### src/logic/procyon_isa_pkg.sv
package procyon_isa_pkg;

    // Major opcodes
    localparam logic [6:0] OPC_OP    = 7'b0110011;
    localparam logic [6:0] OPC_OPIMM = 7'b0010011;

    localparam logic [2:0] F3_ADD_SUB = 3'b000;
    localparam logic [2:0] F3_SLL     = 3'b001;
    localparam logic [2:0] F3_SLT     = 3'b010;
    localparam logic [2:0] F3_XOR     = 3'b100;
    localparam logic [2:0] F3_SRL     = 3'b101;
    localparam logic [2:0] F3_OR      = 3'b110;
    localparam logic [2:0] F3_AND     = 3'b111;

    // Bit 30 set selects SUB over ADD
    localparam logic [6:0] F7_SUB     = 7'b0100000;

    typedef struct packed {
        logic [6:0]  funct7;
        logic [4:0]  rs2;
        logic [4:0]  rs1;
        logic [2:0]  funct3;
        logic [4:0]  rd;
        logic [6:0]  opcode;
    } procyon_rtype_t;

    typedef struct packed {
        logic [11:0] imm;
        logic [4:0]  rs1;
        logic [2:0]  funct3;
        logic [4:0]  rd;
        logic [6:0]  opcode;
    } procyon_itype_t;

    // Same 32-bit word, two views
    typedef union packed {
        procyon_rtype_t rtype;
        procyon_itype_t itype;
    } procyon_insn_t;

    typedef enum logic [3:0] {
        ALU_ADD = 4'd0,
        ALU_SUB = 4'd1,
        ALU_AND = 4'd2,
        ALU_OR  = 4'd3,
        ALU_XOR = 4'd4,
        ALU_SLT = 4'd5,
        ALU_SLL = 4'd6,
        ALU_SRL = 4'd7
    } procyon_alu_op_t;

endpackage

### src/logic/procyon_core_pkg.sv
package procyon_core_pkg;

    import procyon_isa_pkg::*;

    localparam int DATA_WIDTH = 32;
    localparam int TAG_WIDTH  = 4;

    typedef logic [DATA_WIDTH-1:0] procyon_data_t;
    typedef logic [TAG_WIDTH-1:0]  procyon_tag_t;

    // Operand value, or the tag it waits on while rdy is low
    typedef struct packed {
        logic            rdy;
        procyon_tag_t    tag;
        procyon_data_t   data;
    } procyon_src_t;

    typedef struct packed {
        logic            valid;
        procyon_insn_t   insn;
        procyon_tag_t    dst_tag;
        procyon_src_t    src_a;
        procyon_src_t    src_b;
    } procyon_dispatch_t;

    typedef struct packed {
        procyon_alu_op_t alu_op;
        procyon_tag_t    dst_tag;
        procyon_src_t    src_a;
        procyon_src_t    src_b;
    } procyon_rs_entry_t;

    typedef struct packed {
        logic            valid;
        procyon_alu_op_t alu_op;
        procyon_tag_t    dst_tag;
        procyon_data_t   a;
        procyon_data_t   b;
    } procyon_fu_op_t;

    typedef struct packed {
        logic            en;
        procyon_tag_t    tag;
        procyon_data_t   data;
    } procyon_cdb_t;

endpackage

### src/logic/dispatch.sv
`timescale 1ns/10ps

module dispatch
    import procyon_isa_pkg::*;
    import procyon_core_pkg::*;
(
    input  logic              clk,
    input  logic              i_reset,
    input  logic              i_flush,
    input  procyon_dispatch_t i_dispatch,
    input  logic              i_rs_stall,
    output logic              o_dispatch_stall,
    output logic              o_rs_enq_en,
    output procyon_rs_entry_t o_rs_entry
);

    procyon_dispatch_t dispatch_q;
    procyon_insn_t     insn;
    procyon_src_t      imm_src;

    assign o_dispatch_stall = i_rs_stall;
    assign o_rs_enq_en      = dispatch_q.valid;

    always_ff @(posedge clk) begin
        if (i_reset || i_flush) begin
            dispatch_q.valid <= 1'b0;
        end else if (!i_rs_stall) begin
            dispatch_q.valid <= i_dispatch.valid;
        end

        // Held while the station is full
        if (!i_rs_stall) begin
            dispatch_q.insn    <= i_dispatch.insn;
            dispatch_q.dst_tag <= i_dispatch.dst_tag;
            dispatch_q.src_a   <= i_dispatch.src_a;
            dispatch_q.src_b   <= i_dispatch.src_b;
        end
    end

    assign insn    = dispatch_q.insn;
    assign imm_src = '{rdy: 1'b1, tag: '0,
                       data: {{(DATA_WIDTH-12){insn.itype.imm[11]}}, insn.itype.imm}};

    always_comb begin
        o_rs_entry.dst_tag = dispatch_q.dst_tag;
        o_rs_entry.src_a   = dispatch_q.src_a;
        o_rs_entry.src_b   = dispatch_q.src_b;
        o_rs_entry.alu_op  = ALU_ADD;

        case (insn.rtype.opcode)
            OPC_OP: begin
                case (insn.rtype.funct3)
                    F3_ADD_SUB: begin
                        if (insn.rtype.funct7 == F7_SUB) begin
                            o_rs_entry.alu_op = ALU_SUB;
                        end
                    end
                    F3_SLL:  o_rs_entry.alu_op = ALU_SLL;
                    F3_SLT:  o_rs_entry.alu_op = ALU_SLT;
                    F3_XOR:  o_rs_entry.alu_op = ALU_XOR;
                    F3_SRL:  o_rs_entry.alu_op = ALU_SRL;
                    F3_OR:   o_rs_entry.alu_op = ALU_OR;
                    F3_AND:  o_rs_entry.alu_op = ALU_AND;
                    default: o_rs_entry.alu_op = ALU_ADD;
                endcase
            end
            OPC_OPIMM: begin
                o_rs_entry.src_b = imm_src;
                case (insn.itype.funct3)
                    F3_XOR:  o_rs_entry.alu_op = ALU_XOR;
                    F3_OR:   o_rs_entry.alu_op = ALU_OR;
                    F3_AND:  o_rs_entry.alu_op = ALU_AND;
                    default: o_rs_entry.alu_op = ALU_ADD;
                endcase
            end
            default: o_rs_entry.alu_op = ALU_ADD;
        endcase
    end

endmodule

### src/logic/ieu.sv
`timescale 1ns/10ps

module ieu
    import procyon_isa_pkg::*;
    import procyon_core_pkg::*;
(
    input  logic           clk,
    input  logic           i_reset,
    input  logic           i_flush,
    input  procyon_fu_op_t i_fu_op,
    output procyon_cdb_t   o_cdb
);

    procyon_data_t alu_result;
    logic [4:0]    shamt;
    procyon_cdb_t  ex_q;

    // Shift amount is the low five bits only
    assign shamt = i_fu_op.b[4:0];

    always_comb begin
        case (i_fu_op.alu_op)
            ALU_ADD: alu_result = i_fu_op.a + i_fu_op.b;
            ALU_SUB: alu_result = i_fu_op.a - i_fu_op.b;
            ALU_AND: alu_result = i_fu_op.a & i_fu_op.b;
            ALU_OR:  alu_result = i_fu_op.a | i_fu_op.b;
            ALU_XOR: alu_result = i_fu_op.a ^ i_fu_op.b;
            ALU_SLT: alu_result = procyon_data_t'($signed(i_fu_op.a) < $signed(i_fu_op.b));
            ALU_SLL: alu_result = i_fu_op.a << shamt;
            ALU_SRL: alu_result = i_fu_op.a >> shamt;
            default: alu_result = '0;
        endcase
    end

    // Stage one
    always_ff @(posedge clk) begin
        if (i_reset || i_flush) begin
            ex_q.en <= 1'b0;
        end else begin
            ex_q.en <= i_fu_op.valid;
        end
        ex_q.tag  <= i_fu_op.dst_tag;
        ex_q.data <= alu_result;
    end

    // Stage two drives the broadcast
    always_ff @(posedge clk) begin
        if (i_reset || i_flush) begin
            o_cdb.en <= 1'b0;
        end else begin
            o_cdb.en <= ex_q.en;
        end
        o_cdb.tag  <= ex_q.tag;
        o_cdb.data <= ex_q.data;
    end

endmodule

### src/logic/issue_core.sv
`timescale 1ns/10ps

module issue_core
    import procyon_core_pkg::*;
#(
    parameter int RS_DEPTH = 4
) (
    input  logic              clk,
    input  logic              i_reset,
    input  logic              i_flush,
    input  procyon_dispatch_t i_dispatch,
    output logic              o_dispatch_stall,
    output procyon_cdb_t      o_cdb
);

    logic              rs_stall;
    logic              rs_enq_en;
    procyon_rs_entry_t rs_enq_entry;
    procyon_fu_op_t    fu_op;
    procyon_cdb_t      cdb;

    // Results loop back into the station
    assign o_cdb = cdb;

    dispatch dispatch_inst (
        .clk(clk),
        .i_reset(i_reset),
        .i_flush(i_flush),
        .i_dispatch(i_dispatch),
        .i_rs_stall(rs_stall),
        .o_dispatch_stall(o_dispatch_stall),
        .o_rs_enq_en(rs_enq_en),
        .o_rs_entry(rs_enq_entry)
    );

    reservation_station #(
        .RS_DEPTH(RS_DEPTH)
    ) rs_inst (
        .clk(clk),
        .i_reset(i_reset),
        .i_flush(i_flush),
        .i_enq_en(rs_enq_en),
        .i_enq_entry(rs_enq_entry),
        .i_cdb(cdb),
        .o_rs_stall(rs_stall),
        .o_fu_op(fu_op)
    );

    ieu ieu_inst (
        .clk(clk),
        .i_reset(i_reset),
        .i_flush(i_flush),
        .i_fu_op(fu_op),
        .o_cdb(cdb)
    );

endmodule

### src/logic/reservation_station.sv
`timescale 1ns/10ps

module reservation_station
    import procyon_core_pkg::*;
#(
    parameter int RS_DEPTH = 4
) (
    input  logic              clk,
    input  logic              i_reset,
    input  logic              i_flush,
    input  logic              i_enq_en,
    input  procyon_rs_entry_t i_enq_entry,
    input  procyon_cdb_t      i_cdb,
    output logic              o_rs_stall,
    output procyon_fu_op_t    o_fu_op
);

    localparam int AGE_WIDTH = $clog2(RS_DEPTH);

    typedef logic [AGE_WIDTH-1:0] age_t;

    logic [RS_DEPTH-1:0] entry_valid;
    age_t                entry_age [RS_DEPTH];
    procyon_rs_entry_t   entries   [RS_DEPTH];

    logic                rs_full;
    logic                enq_accept;
    logic [RS_DEPTH-1:0] enq_select;
    procyon_rs_entry_t   enq_entry;

    logic [RS_DEPTH-1:0] entry_rdy;
    logic                issue_en;
    logic [RS_DEPTH-1:0] issue_select;
    age_t                issue_age;
    procyon_rs_entry_t   issue_entry;

    function automatic procyon_src_t cdb_capture(procyon_src_t src, procyon_cdb_t cdb);
        procyon_src_t result;
        result = src;
        if (!src.rdy && cdb.en && (cdb.tag == src.tag)) begin
            result.rdy  = 1'b1;
            result.data = cdb.data;
        end
        return result;
    endfunction

    assign rs_full    = &entry_valid;
    assign o_rs_stall = rs_full;
    assign enq_accept = i_enq_en && !rs_full;

    // Incoming entry also snoops the bus
    always_comb begin
        enq_entry       = i_enq_entry;
        enq_entry.src_a = cdb_capture(i_enq_entry.src_a, i_cdb);
        enq_entry.src_b = cdb_capture(i_enq_entry.src_b, i_cdb);
    end

    // Lowest free slot
    always_comb begin
        enq_select = '0;
        for (int i = 0; i < RS_DEPTH; i++) begin
            if (!entry_valid[i] && (enq_select == '0)) begin
                enq_select[i] = 1'b1;
            end
        end
    end

    // Oldest ready entry has the highest age
    always_comb begin
        issue_en     = 1'b0;
        issue_select = '0;
        issue_age    = '0;
        issue_entry  = entries[0];
        for (int i = 0; i < RS_DEPTH; i++) begin
            entry_rdy[i] = entry_valid[i] && entries[i].src_a.rdy && entries[i].src_b.rdy;
            if (entry_rdy[i] && (!issue_en || (entry_age[i] > issue_age))) begin
                issue_en        = 1'b1;
                issue_age       = entry_age[i];
                issue_select    = '0;
                issue_select[i] = 1'b1;
                issue_entry     = entries[i];
            end
        end
    end

    always_ff @(posedge clk) begin
        if (i_reset || i_flush) begin
            entry_valid <= '0;
        end else begin
            entry_valid <= (entry_valid & ~issue_select) | (enq_accept ? enq_select : '0);
        end
    end

    // Ages stay a dense 0..n-1 ordering of the valid entries
    always_ff @(posedge clk) begin
        for (int i = 0; i < RS_DEPTH; i++) begin
            if (i_reset) begin
                entry_age[i] <= '0;
            end else if (enq_accept && enq_select[i]) begin
                entry_age[i] <= '0;
            end else if (entry_valid[i]) begin
                entry_age[i] <= entry_age[i] + age_t'(enq_accept)
                                - age_t'(issue_en && (entry_age[i] > issue_age));
            end
        end
    end

    always_ff @(posedge clk) begin
        for (int i = 0; i < RS_DEPTH; i++) begin
            if (enq_accept && enq_select[i]) begin
                entries[i] <= enq_entry;
            end else begin
                entries[i].src_a <= cdb_capture(entries[i].src_a, i_cdb);
                entries[i].src_b <= cdb_capture(entries[i].src_b, i_cdb);
            end
        end
    end

    always_ff @(posedge clk) begin
        if (i_reset || i_flush) begin
            o_fu_op.valid <= 1'b0;
        end else begin
            o_fu_op.valid <= issue_en;
        end
        o_fu_op.alu_op  <= issue_entry.alu_op;
        o_fu_op.dst_tag <= issue_entry.dst_tag;
        o_fu_op.a       <= issue_entry.src_a.data;
        o_fu_op.b       <= issue_entry.src_b.data;
    end

endmodule

### config.mk
export PLATFORM = sky130hd
export DESIGN_NAME = issue_core
export DESIGN_NICKNAME = d
export VERILOG_FILES = /design/src/logic/procyon_isa_pkg.sv /design/src/logic/procyon_core_pkg.sv /design/src/logic/dispatch.sv /design/src/logic/ieu.sv /design/src/logic/issue_core.sv /design/src/logic/reservation_station.sv
export SDC_FILE = /design/constraint.sdc
export NUM_CORES = 1
export LEC_CHECK = 0
export BUFFER_PORTS_ARGS = -buffer_cell sky130_fd_sc_hd__buf_4
export CAP_MARGIN = 0
export CORE_MARGIN = 2
export CORE_UTILIZATION = 30
export CTS_BUF_LIST = sky130_fd_sc_hd__clkbuf_4 sky130_fd_sc_hd__clkbuf_8
export DETAILED_ROUTE_END_ITERATION = 12
export HOLD_SLACK_MARGIN = 0.12
export SLEW_MARGIN = 30
export SYNTH_ARGS = -nofsm -noshare
export SYNTH_HDL_FRONTEND = slang
export SYNTH_SLANG_ARGS = --single-unit
### constraint.sdc
create_clock -name clk -period 14 [get_ports clk]
set_clock_uncertainty 0.15 [all_clocks]
set_input_delay 1.4 -clock clk [delete_from_list [all_inputs] [get_ports clk]]
set_output_delay 1.4 -clock clk [all_outputs]
set_load 0.05 [all_outputs]
# Word level (Yosys, flattened, before mapping)
# Memories as Yosys holds them, arrays and structs flattened.
# Index checks and enable logic that the tools add are counted.
# totals
reg_bits	262
mem_bits_rw	336
inputBits	114
out_inout_bits	38
elab_cells	276
n_memories	2
# memory_table
memory	words	word_bits	rd	rd_clocked_by_memory_dff	wr	line_no	text
rs_inst.entries	4	82	4	0	4	reservation_station.sv:24	procyon_rs_entry_t entries [RS_DEPTH];
rs_inst.entry_age	4	2	4	0	4	reservation_station.sv:23	age_t entry_age [RS_DEPTH];
# classes
add_sub_neg	10
magnitude_cmp	8
eq_ne	26
shift	2
n_mux	116
n_bitwise	22
n_reduce_logical	69
# op_table
op	count
two-way mux 32 bit	18
two-way mux 37 bit	9
one-hot mux 32 bit (8 select lines)	1
two-way mux 82 bit	3
two-way mux 1 bit	66
logical AND 1 bit	43
equality test 4 bit	10
adder 32 bit	1
bitwise AND 32 bit	1
< comparator 32 bit	1
OR 32 bit	1
left shift 32 x 5 -> 32 bit	1
>> shifter 32 x 5 -> 32 bit	1
subtractor 32 bit	1
bitwise XOR 32 bit	1
two-way mux 2 bit	13
one-hot mux 3 bit (7 select lines)	1
logical NOT 1 bit	17
equality test 4 x 3 -> 1 bit, second input constant	4
OR 1 bit	16
equality test 7 x 6 -> 1 bit, second input constant	2
greater-than comparator 2 bit	7
equality test 3 bit, second input constant	4
one-hot mux 3 bit (3 select lines)	1
other kinds (18)	30

# Longest topological paths before layout
# Gate-level depths: netlist of run 1.
# An unclocked memory read counts as a cell.
# logic_depth
word_depth	20
depth_mapped	34
mapped_depth_nobuf	29

# Cells and area by module
# Synthesis of run 1 repeated with hierarchy kept, for this count alone.
# unflattened
hier_cells	2938
hier_area_um2	33875.0
# by_module_without_submodules
module	instances	cells_each	area_per_inst_um2	seq_area_each_um2
reservation_station	1	1451	20344.5	11551.1
ieu	1	1275	9646.8	1481.4
dispatch	1	212	3883.7	3022.9

# Worst setup path after synthesis of run 1
# Ideal clock, no wire load.
# synth_timing
path_kind	register -> output
start	register rs_inst.entry_valid[2]
end	output o_dispatch_stall
arrival_ns	4.942
slack_ns	7.508
path_stages_with_launch	3
n_path_buf	0
path_cell_list	dfxtp_1 nand4_1 inv_1
# synth_between
elab_chain_len	1
# synth_rtl
element	line_no	text
start, declared	reservation_station.sv:22	logic [RS_DEPTH-1:0] entry_valid;
start signal, assigned	reservation_station.sv:90	entry_valid <= (entry_valid & ~issue_select) | (enq_accept ? enq_select : '0);
AND reduction 4 bit	reservation_station.sv:47	assign rs_full = &entry_valid;
end, declared	issue_core.sv:12	output logic o_dispatch_stall,
# No other way between the ends.

==> flow_metrics.py, run 1 <==
metrics = {
    "clocking": {
        "postCtsResizedCells": 0,
        "cts_buffer_depth": 3,
        "numCtsBuffers": 87,
        "post_cts_buffers": 0,
        "clk_latency_ns": 0.70,
        "cts_tree": "done",
        "htreeDepth": 3,
        "cts.clk_slew.worst_paths_ns": 0.06,
        "cts.sinks": 583,
        "cts-root-buf": "clkbuf_8",
        "cts_hold_buf": 0,
    },
    "floorplan": {
        "coreArea_um2": 102000,
        "die_h_um": 325,
        "rows": 117,
        "die_area_um2": 106000,
        "die_width_um": 325,
        "initial_core_util_pct": 30.4,
        "ioPinCount": 152,
    },
    "logic_synthesis": {
        "syn-cell-area_um2": 31000,
        "yosys_warnings": 0,
        "avgSynthCellArea_um2": 10.9,
        "synth-main-ff-cell": "edfxtp_1",
        "synth_cells": 2840,
        "synth_cell_types": 89,
        "synth.most_common_cell": "edfxtp_1",
        "synth_edf_count": 424,
        "synth_nets": 3070,
        "ys_top_cells_by_area": "edfxtp_1 (41%), dfxtp_1 (10%), mux2_2 (7.9%), o21ai_0 (4.8%), ha_1 (4.6%)",
        "seq_area_frac_synth_pct": 51.4,
        "synth_common_cells": "edfxtp_1 (424), o21ai_0 (294), nand2_1 (286)",
        "synthArstFlopShare_pct": 0,
        "synth_top_area_share_pct": 41.1,
        "yosysTopAreaCell": "edfxtp_1",
        "yosys_register_bits": 583,
    },
    "global_route": {
        "gr-total-overflow": 0,
        "grt_pass1_wl_um": 140000,
        "grt_pass1_vias": 22500,
        "track_usage_pct": 17.0,
        "antenna_found_initial": 4,
        "grt_max_degree": 89,
    },
    "drt": {
        "wl_per_cell_um": 21.2,
        "antenna_left": 0,
        "wl_um": 92800,
        "remaining_drc_errors": 0,
        "first_iter_violations": 2096,
        "viasPerCell": 5.24,
        "dr.pass1.iters": 6,
        "vias": 22900,
    },
    "placed_design": {
        "portBuffers": 141,
        "place.gp.congestion": 0.982,
        "hpwl_um": 63900,
        "dp_slack_ns": 6.05,
        "dp_cells": 4217,
    },
    "timing": {
        "tns_ns": 0,
        "setup_viol_count_final": 0,
        "fmax_mhz": 125,
        "drv_slew": 0,
        "min_period_ns": 7.99,
        "setup_ws_ns": 6.01,
        "slew_headroom_pct": 36.2,
        "timing.hold.ws_ns": 0.174,
        "finalHoldViolations": 0,
        "period_share_pct": 57.1,
        "rsz0062_at_grt": "no",
        "worstMarginPinSlew_ns": 0.950,
    },
    "outcome": {
        "status": "finished, final reports clean",
    },
    "setup_path": {
        "cpMaxStageDelayCell": "a21oi_4",
        "cp.arrival_ns": 8.28,
        "critical_path.endpoint_type": "flip-flop",
        "cp_max_fo": 60,
        "path_class": "flip-flop to flip-flop",
        "start_kind": "flip-flop",
        "cpPeakStageDelay_ns": 0.77,
        "cp_common_cell": "ha_1",
        "cp.required_ns": 14.29,
    },
    "power_and_ir_drop": {
        "vdd_drop_max_v": 0.0000949,
        "p_leak_nw": 13.7,
        "p_total_mw": 3.92,
        "p_per_area_nw_per_um2": 111,
    },
    "min_path": {
        "hold_class": "flip-flop to flip-flop",
    },
    "run": {
        "drv_cap": 0,
    },
    "finish": {
        "nets": 3168,
        "final_layout_size_suffix_gt1_share_pct": 21.3,
        "syn_to_final_growth_pct": 14.1,
        "final_cells": 4380,
    },
}
-- registers in the layout, summed over array words and instances, names as in the netlist --
register	flops
rs_inst.entries	324
rs_inst.o_fu_op	72
dispatch_inst.o_rs_entry	41
dispatch_inst.dispatch_q	37
ieu_inst.ex_q	37
ieu_inst.o_cdb	37
dispatch_inst.insn	22
rs_inst.entry_age	8
rs_inst.entry_valid	4
dispatch_inst.o_rs_enq_en	1
-- kinds of logic (layout without fill, tap and decap cells) --
family          count (synthesis)  after routing  synth area share [%]
other cells                     0              1                     0
fa+ha+maj                     116            116                  4.73
compound gates                753            753                  14.8
simple gates                  655            655                  9.45
mux                           373            373                  13.9
buf+inv                       293            464                  3.85
flops                         583            583                  51.4
xor+xnor                       67             67                  1.89
-- per-layer routing --
| metal | GRT usage, % | wire [um] | share of wire [%] |
|---|---|---|---|
| met1 | 22.3 | 39600 | 43 |
| met2 | 28.3 | 44000 | 47 |
| met3 | 2.91 | 6350 | 6.8 |
| met4 | 5.86 | 2800 | 3.0 |
| met5 | 0 | 10 | 0.011 |
-- metrics by stage --
stage | util, % | instance area (um^2)
6_report | 34.6 | 35400
3_5_place_dp | 32.8 | 33500
3_3_place_gp | 32.8 | 33500
2_1_floorplan | - | 31000
4_1_cts | 34.6 | 35300
5_1_grt | 34.6 | 35400
-- layout by cell type, fill, tap and decap left out, types with 30 or more instances in the layout --
cell type	n
mux2_2	218
edfxtp_1	424
ha_1	114
inv_1	114
clkbuf_4	32
nand2_1	282
xnor2_1	37
buf_4	185
dfxtp_1	154
mux2i_1	130
a21oi_1	186
xor2_1	30
nor3_1	44
o22ai_1	36
o21ai_0	294
clkbuf_8	107
nor2_1	174
-- path summary, 6_finish.rpt --
check	startpoint	to	slack, ns	cells after the start
setup / recovery	rs_inst.entry_valid[0]	rs_inst.entry_age[3][1]	6.01	29
hold / removal	ieu_inst.ex_q[7]	ieu_inst.o_cdb[7]	0.17	0
setup reg to reg	rs_inst.entry_valid[0]	rs_inst.entry_age[3][1]	6.01	29
hold reg to reg	ieu_inst.ex_q[7]	ieu_inst.o_cdb[7]	0.17	0
-- layout make-up --
cell class / count / area, um^2
Fill cell: 10200 / 66700
Sequential cell: 583 / 15900
Antenna cell: 1 / 2.50
Timing Repair Buffer: 185 / 1390
Clock inverter: 23 / 176
Tap cell: 1368 / 1710
Clock buffer: 139 / 1710
Inverter: 117 / 439
Multi-Input combinational cell: 1964 / 14000
-- power breakdown --
part / total [mW] / internal (mW) / switching [mW]
Combinational: 0.460 / 0.184 / 0.276
Sequential: 2.00 / 1.92 / 0.0746
Clock: 1.46 / 0.802 / 0.662
Total: 3.92 / 2.91 / 1.01
-- worst max-delay path, delay by kind of cell, from the launching register on --
kind,cells,cell delay [ns]
buf+inv,2,0.39
compound gates,9,2.52
fa+ha+maj,6,1.60
xor+xnor,2,0.33
simple gates,9,1.80
mux,1,0.43
flops,1,0.50
Power figures use the tool's default switching activity.
==> inputs of run 2 (changes only) <==
--- a/config.mk
+++ b/config.mk
@@ -5,6 +5,7 @@
 export SDC_FILE = /design/constraint.sdc
 export NUM_CORES = 1
 export LEC_CHECK = 0
+export ABC_AREA = 1
 export BUFFER_PORTS_ARGS = -buffer_cell sky130_fd_sc_hd__buf_4
 export CAP_MARGIN = 0
 export CORE_MARGIN = 2
==> constraint.sdc (replaced) <==
create_clock -name clk -period 7.6 [get_ports clk]
set_clock_uncertainty 0.15 [all_clocks]
set_input_delay 0.76 -clock clk [delete_from_list [all_inputs] [get_ports clk]]
set_output_delay 0.76 -clock clk [all_outputs]
set_load 0.05 [all_outputs]
==> flow_metrics.py, run 2 <==
metrics = {
    "placed_design": {
        "hpwl_um": 70100,
        "dp_slack_ns": 1.46,
        "place.gp.congestion": 0.990,
        "place_area_um2": 32800,
        "portBuffers": 141,
    },
    "drt": {
        "dr.pass1.iters": 8,
        "remaining_drc_errors": 0,
        "vias": 26200,
        "wl_per_cell_um": 20.3,
        "antenna_left": 0,
        "first_iter_violations": 2412,
        "m1WireLength_um": 43400,
        "viasPerCell": 5.17,
        "dr_wl_met2_um": 48000,
        "met3_length_um": 7550,
        "wl_um": 103000,
        "routed.top_layer": "met5",
    },
    "timing": {
        "min_period_ns": 6.17,
        "slew_headroom_pct": 34.8,
        "worstMarginPinSlew_ns": 0.968,
        "fmax_mhz": 162,
        "tns_ns": 0,
        "setup_ws_ns": 1.43,
        "setup_viol_count_final": 0,
        "finalHoldViolations": 0,
        "period_share_pct": 81.2,
        "rsz0062_at_grt": "no",
        "drv_slew": 0,
    },
    "global_route": {
        "track_usage_pct": 19.4,
        "grt_max_degree": 76,
        "grt_pass1_vias": 25300,
        "antenna_found_initial": 4,
        "grt_pass1_wl_um": 154000,
        "gr-total-overflow": 0,
    },
    "logic_synthesis": {
        "avgSynthCellArea_um2": 8.86,
        "synth_common_cells": "nand2_1 (764), o21ai_0 (448), edfxtp_1 (424)",
        "ys_top_cells_by_area": "edfxtp_1 (42%), dfxtp_1 (10%), nand2_1 (9.4%), o21ai_0 (7.4%), ha_1 (4.7%)",
        "synth.most_common_cell": "nand2_1",
        "synth_top_area_share_pct": 41.8,
        "syn-cell-area_um2": 30500,
        "yosys_register_bits": 583,
        "synth_nets": 3668,
        "synth_cell_types": 59,
        "synthArstFlopShare_pct": 0,
        "yosys_warnings": 0,
        "seq_area_frac_synth_pct": 52.3,
        "synth_edf_count": 424,
        "synth-main-ff-cell": "edfxtp_1",
        "synth_cells": 3438,
        "yosysTopAreaCell": "edfxtp_1",
    },
    "clocking": {
        "postCtsResizedCells": 0,
        "numCtsBuffers": 91,
        "post_cts_buffers": 0,
        "cts_buffer_depth": 3,
        "cts.clk_slew.worst_paths_ns": 0.07,
        "htreeDepth": 3,
        "cts_tree": "done",
        "cts.sinks": 583,
        "clk_latency_ns": 0.72,
        "cts-root-buf": "clkbuf_8",
    },
    "setup_path": {
        "cpMaxStageDelayCell": "o21ai_1",
        "cpPeakStageDelay_ns": 0.52,
        "crit_family": "simple AND/OR/NAND/NOR gates",
        "start_kind": "flip-flop",
        "critical_path.endpoint_type": "flip-flop",
        "path_class": "flip-flop to flip-flop",
        "cp.arrival_ns": 6.49,
        "worst-path-buf-inv": 5,
        "cp.required_ns": 7.92,
        "cp_max_fo": 50,
    },
    "finish": {
        "fillers": 10200,
        "stdcell_area_um2": 35900,
        "largest_reg_flops": 324,
        "layout_commonest_cell": "nand2_1",
        "regMostFlops": "rs_inst.entries",
        "mostFrequentLayoutCells": "nand2_1 (755), o21ai_0 (446), edfxtp_1 (424)",
        "final_layout_size_suffix_gt1_share_pct": 11.1,
        "nets": 3857,
        "syn_to_final_growth_pct": 17.8,
    },
    "floorplan": {
        "initial_core_util_pct": 30.4,
        "die_h_um": 323,
        "die_width_um": 323,
        "die_area_um2": 104000,
        "coreArea_um2": 100000,
        "rows": 116,
        "ioPinCount": 152,
    },
    "power_and_ir_drop": {
        "vdd_drop_max_v": 0.000175,
        "p_per_area_nw_per_um2": 202,
        "p_leak_nw": 14.6,
    },
    "outcome": {
        "status": "finished, final reports clean",
    },
    "run": {
        "drv_cap": 0,
    },
    "min_path": {
        "hold_class": "flip-flop to flip-flop",
    },
}
run 2: cell types whose count changed after synthesis, moves of 67 or more:
cell | before | now
inv_1 | 114 | 274
mux2_2 | 218 | 0
mux2i_1 | 130 | 42
nand2_1 | 286 | 764
nand3_1 | 23 | 130
nand4_1 | 13 | 80
o21ai_0 | 294 | 448
run 2: cell type report:
type | instances | area, um^2 | share of cell area (%)
Inverter | 291 | 1090 | 3.05
Timing Repair Buffer | 285 | 2410 | 6.73
Sequential cell | 583 | 15900 | 44.4
Tap cell | 1357 | 1700 | 4.73
Multi-Input combinational cell | 2375 | 12800 | 35.5
Clock buffer | 126 | 1590 | 4.43
Clock inverter | 43 | 410 | 1.14
Antenna cell | 1 | 2.50 | 0.00697
run 2: where the power goes:
part,internal [mW],switching [mW]
sequential,3.52,0.0931
combinational,0.263,0.476
clock,1.58,1.30
run 2: worst register-to-register path: cells and delay by family, from the launching register on:
kind	cells	cell delay, ns
and+or+nand+nor	16	1.77
DFF	1	0.45
buffers and inverters	5	0.27
AOI/OAI and AO/OA	5	1.41
adders and majority gates	6	1.56
xor gates and xnor gates	2	0.29
run 2: layer usage:
| metal | GRT usage (%) | vias up |
|---|---|---|
| met5 | 0 | - |
| met4 | 7.50 | 2 |
| met3 | 2.87 | 197 |
| met2 | 32.4 | 1088 |
| met1 | 25.4 | 12500 |
| li1 | - | 12400 |
run 2: per-stage QoR:
step	utilization (%)	total power [mW]	instances	hold WS, ns
after floorplan	-	4.09	3438	0.160
after CTS	35.7	7.28	5059	0.148
after global routing	35.8	7.52	5061	0.173
after detailed placement	32.8	4.37	4790	0.162
after global placement	32.8	4.36	4790	0.160
final	35.8	7.24	5061	0.173
run 2: cell families (layout without fill, tap and decap cells):
kind of cell,Yosys count,in the layout,synth area share [%]
buf+inv,480,745,6.13
fa+ha+maj,116,116,4.82
flops,583,583,52.3
compound gates,915,915,17.1
other cells,0,1,0
xor+xnor,18,18,0.518
simple gates,1284,1284,17.8
mux,42,42,1.38
run 2: path summary, 6_finish.rpt:
path / slack (ns) / from / endpoint / cells after the start
setup reg to reg: 1.43 / rs_inst.entry_valid[0] / rs_inst.entry_age[2][1] / 34
hold / removal: 0.17 / ieu_inst.ex_q[35] / ieu_inst.o_cdb[35] / 0
hold reg to reg: 0.17 / ieu_inst.ex_q[35] / ieu_inst.o_cdb[35] / 0
setup / recovery: 1.43 / rs_inst.entry_valid[0] / rs_inst.entry_age[2][1] / 34
run 2: what timing repair did:
action	in CTS	in global routing
endpoints found under the hold margin	100	0
setup endpoints to repair	0	0
hold buffers	100	0
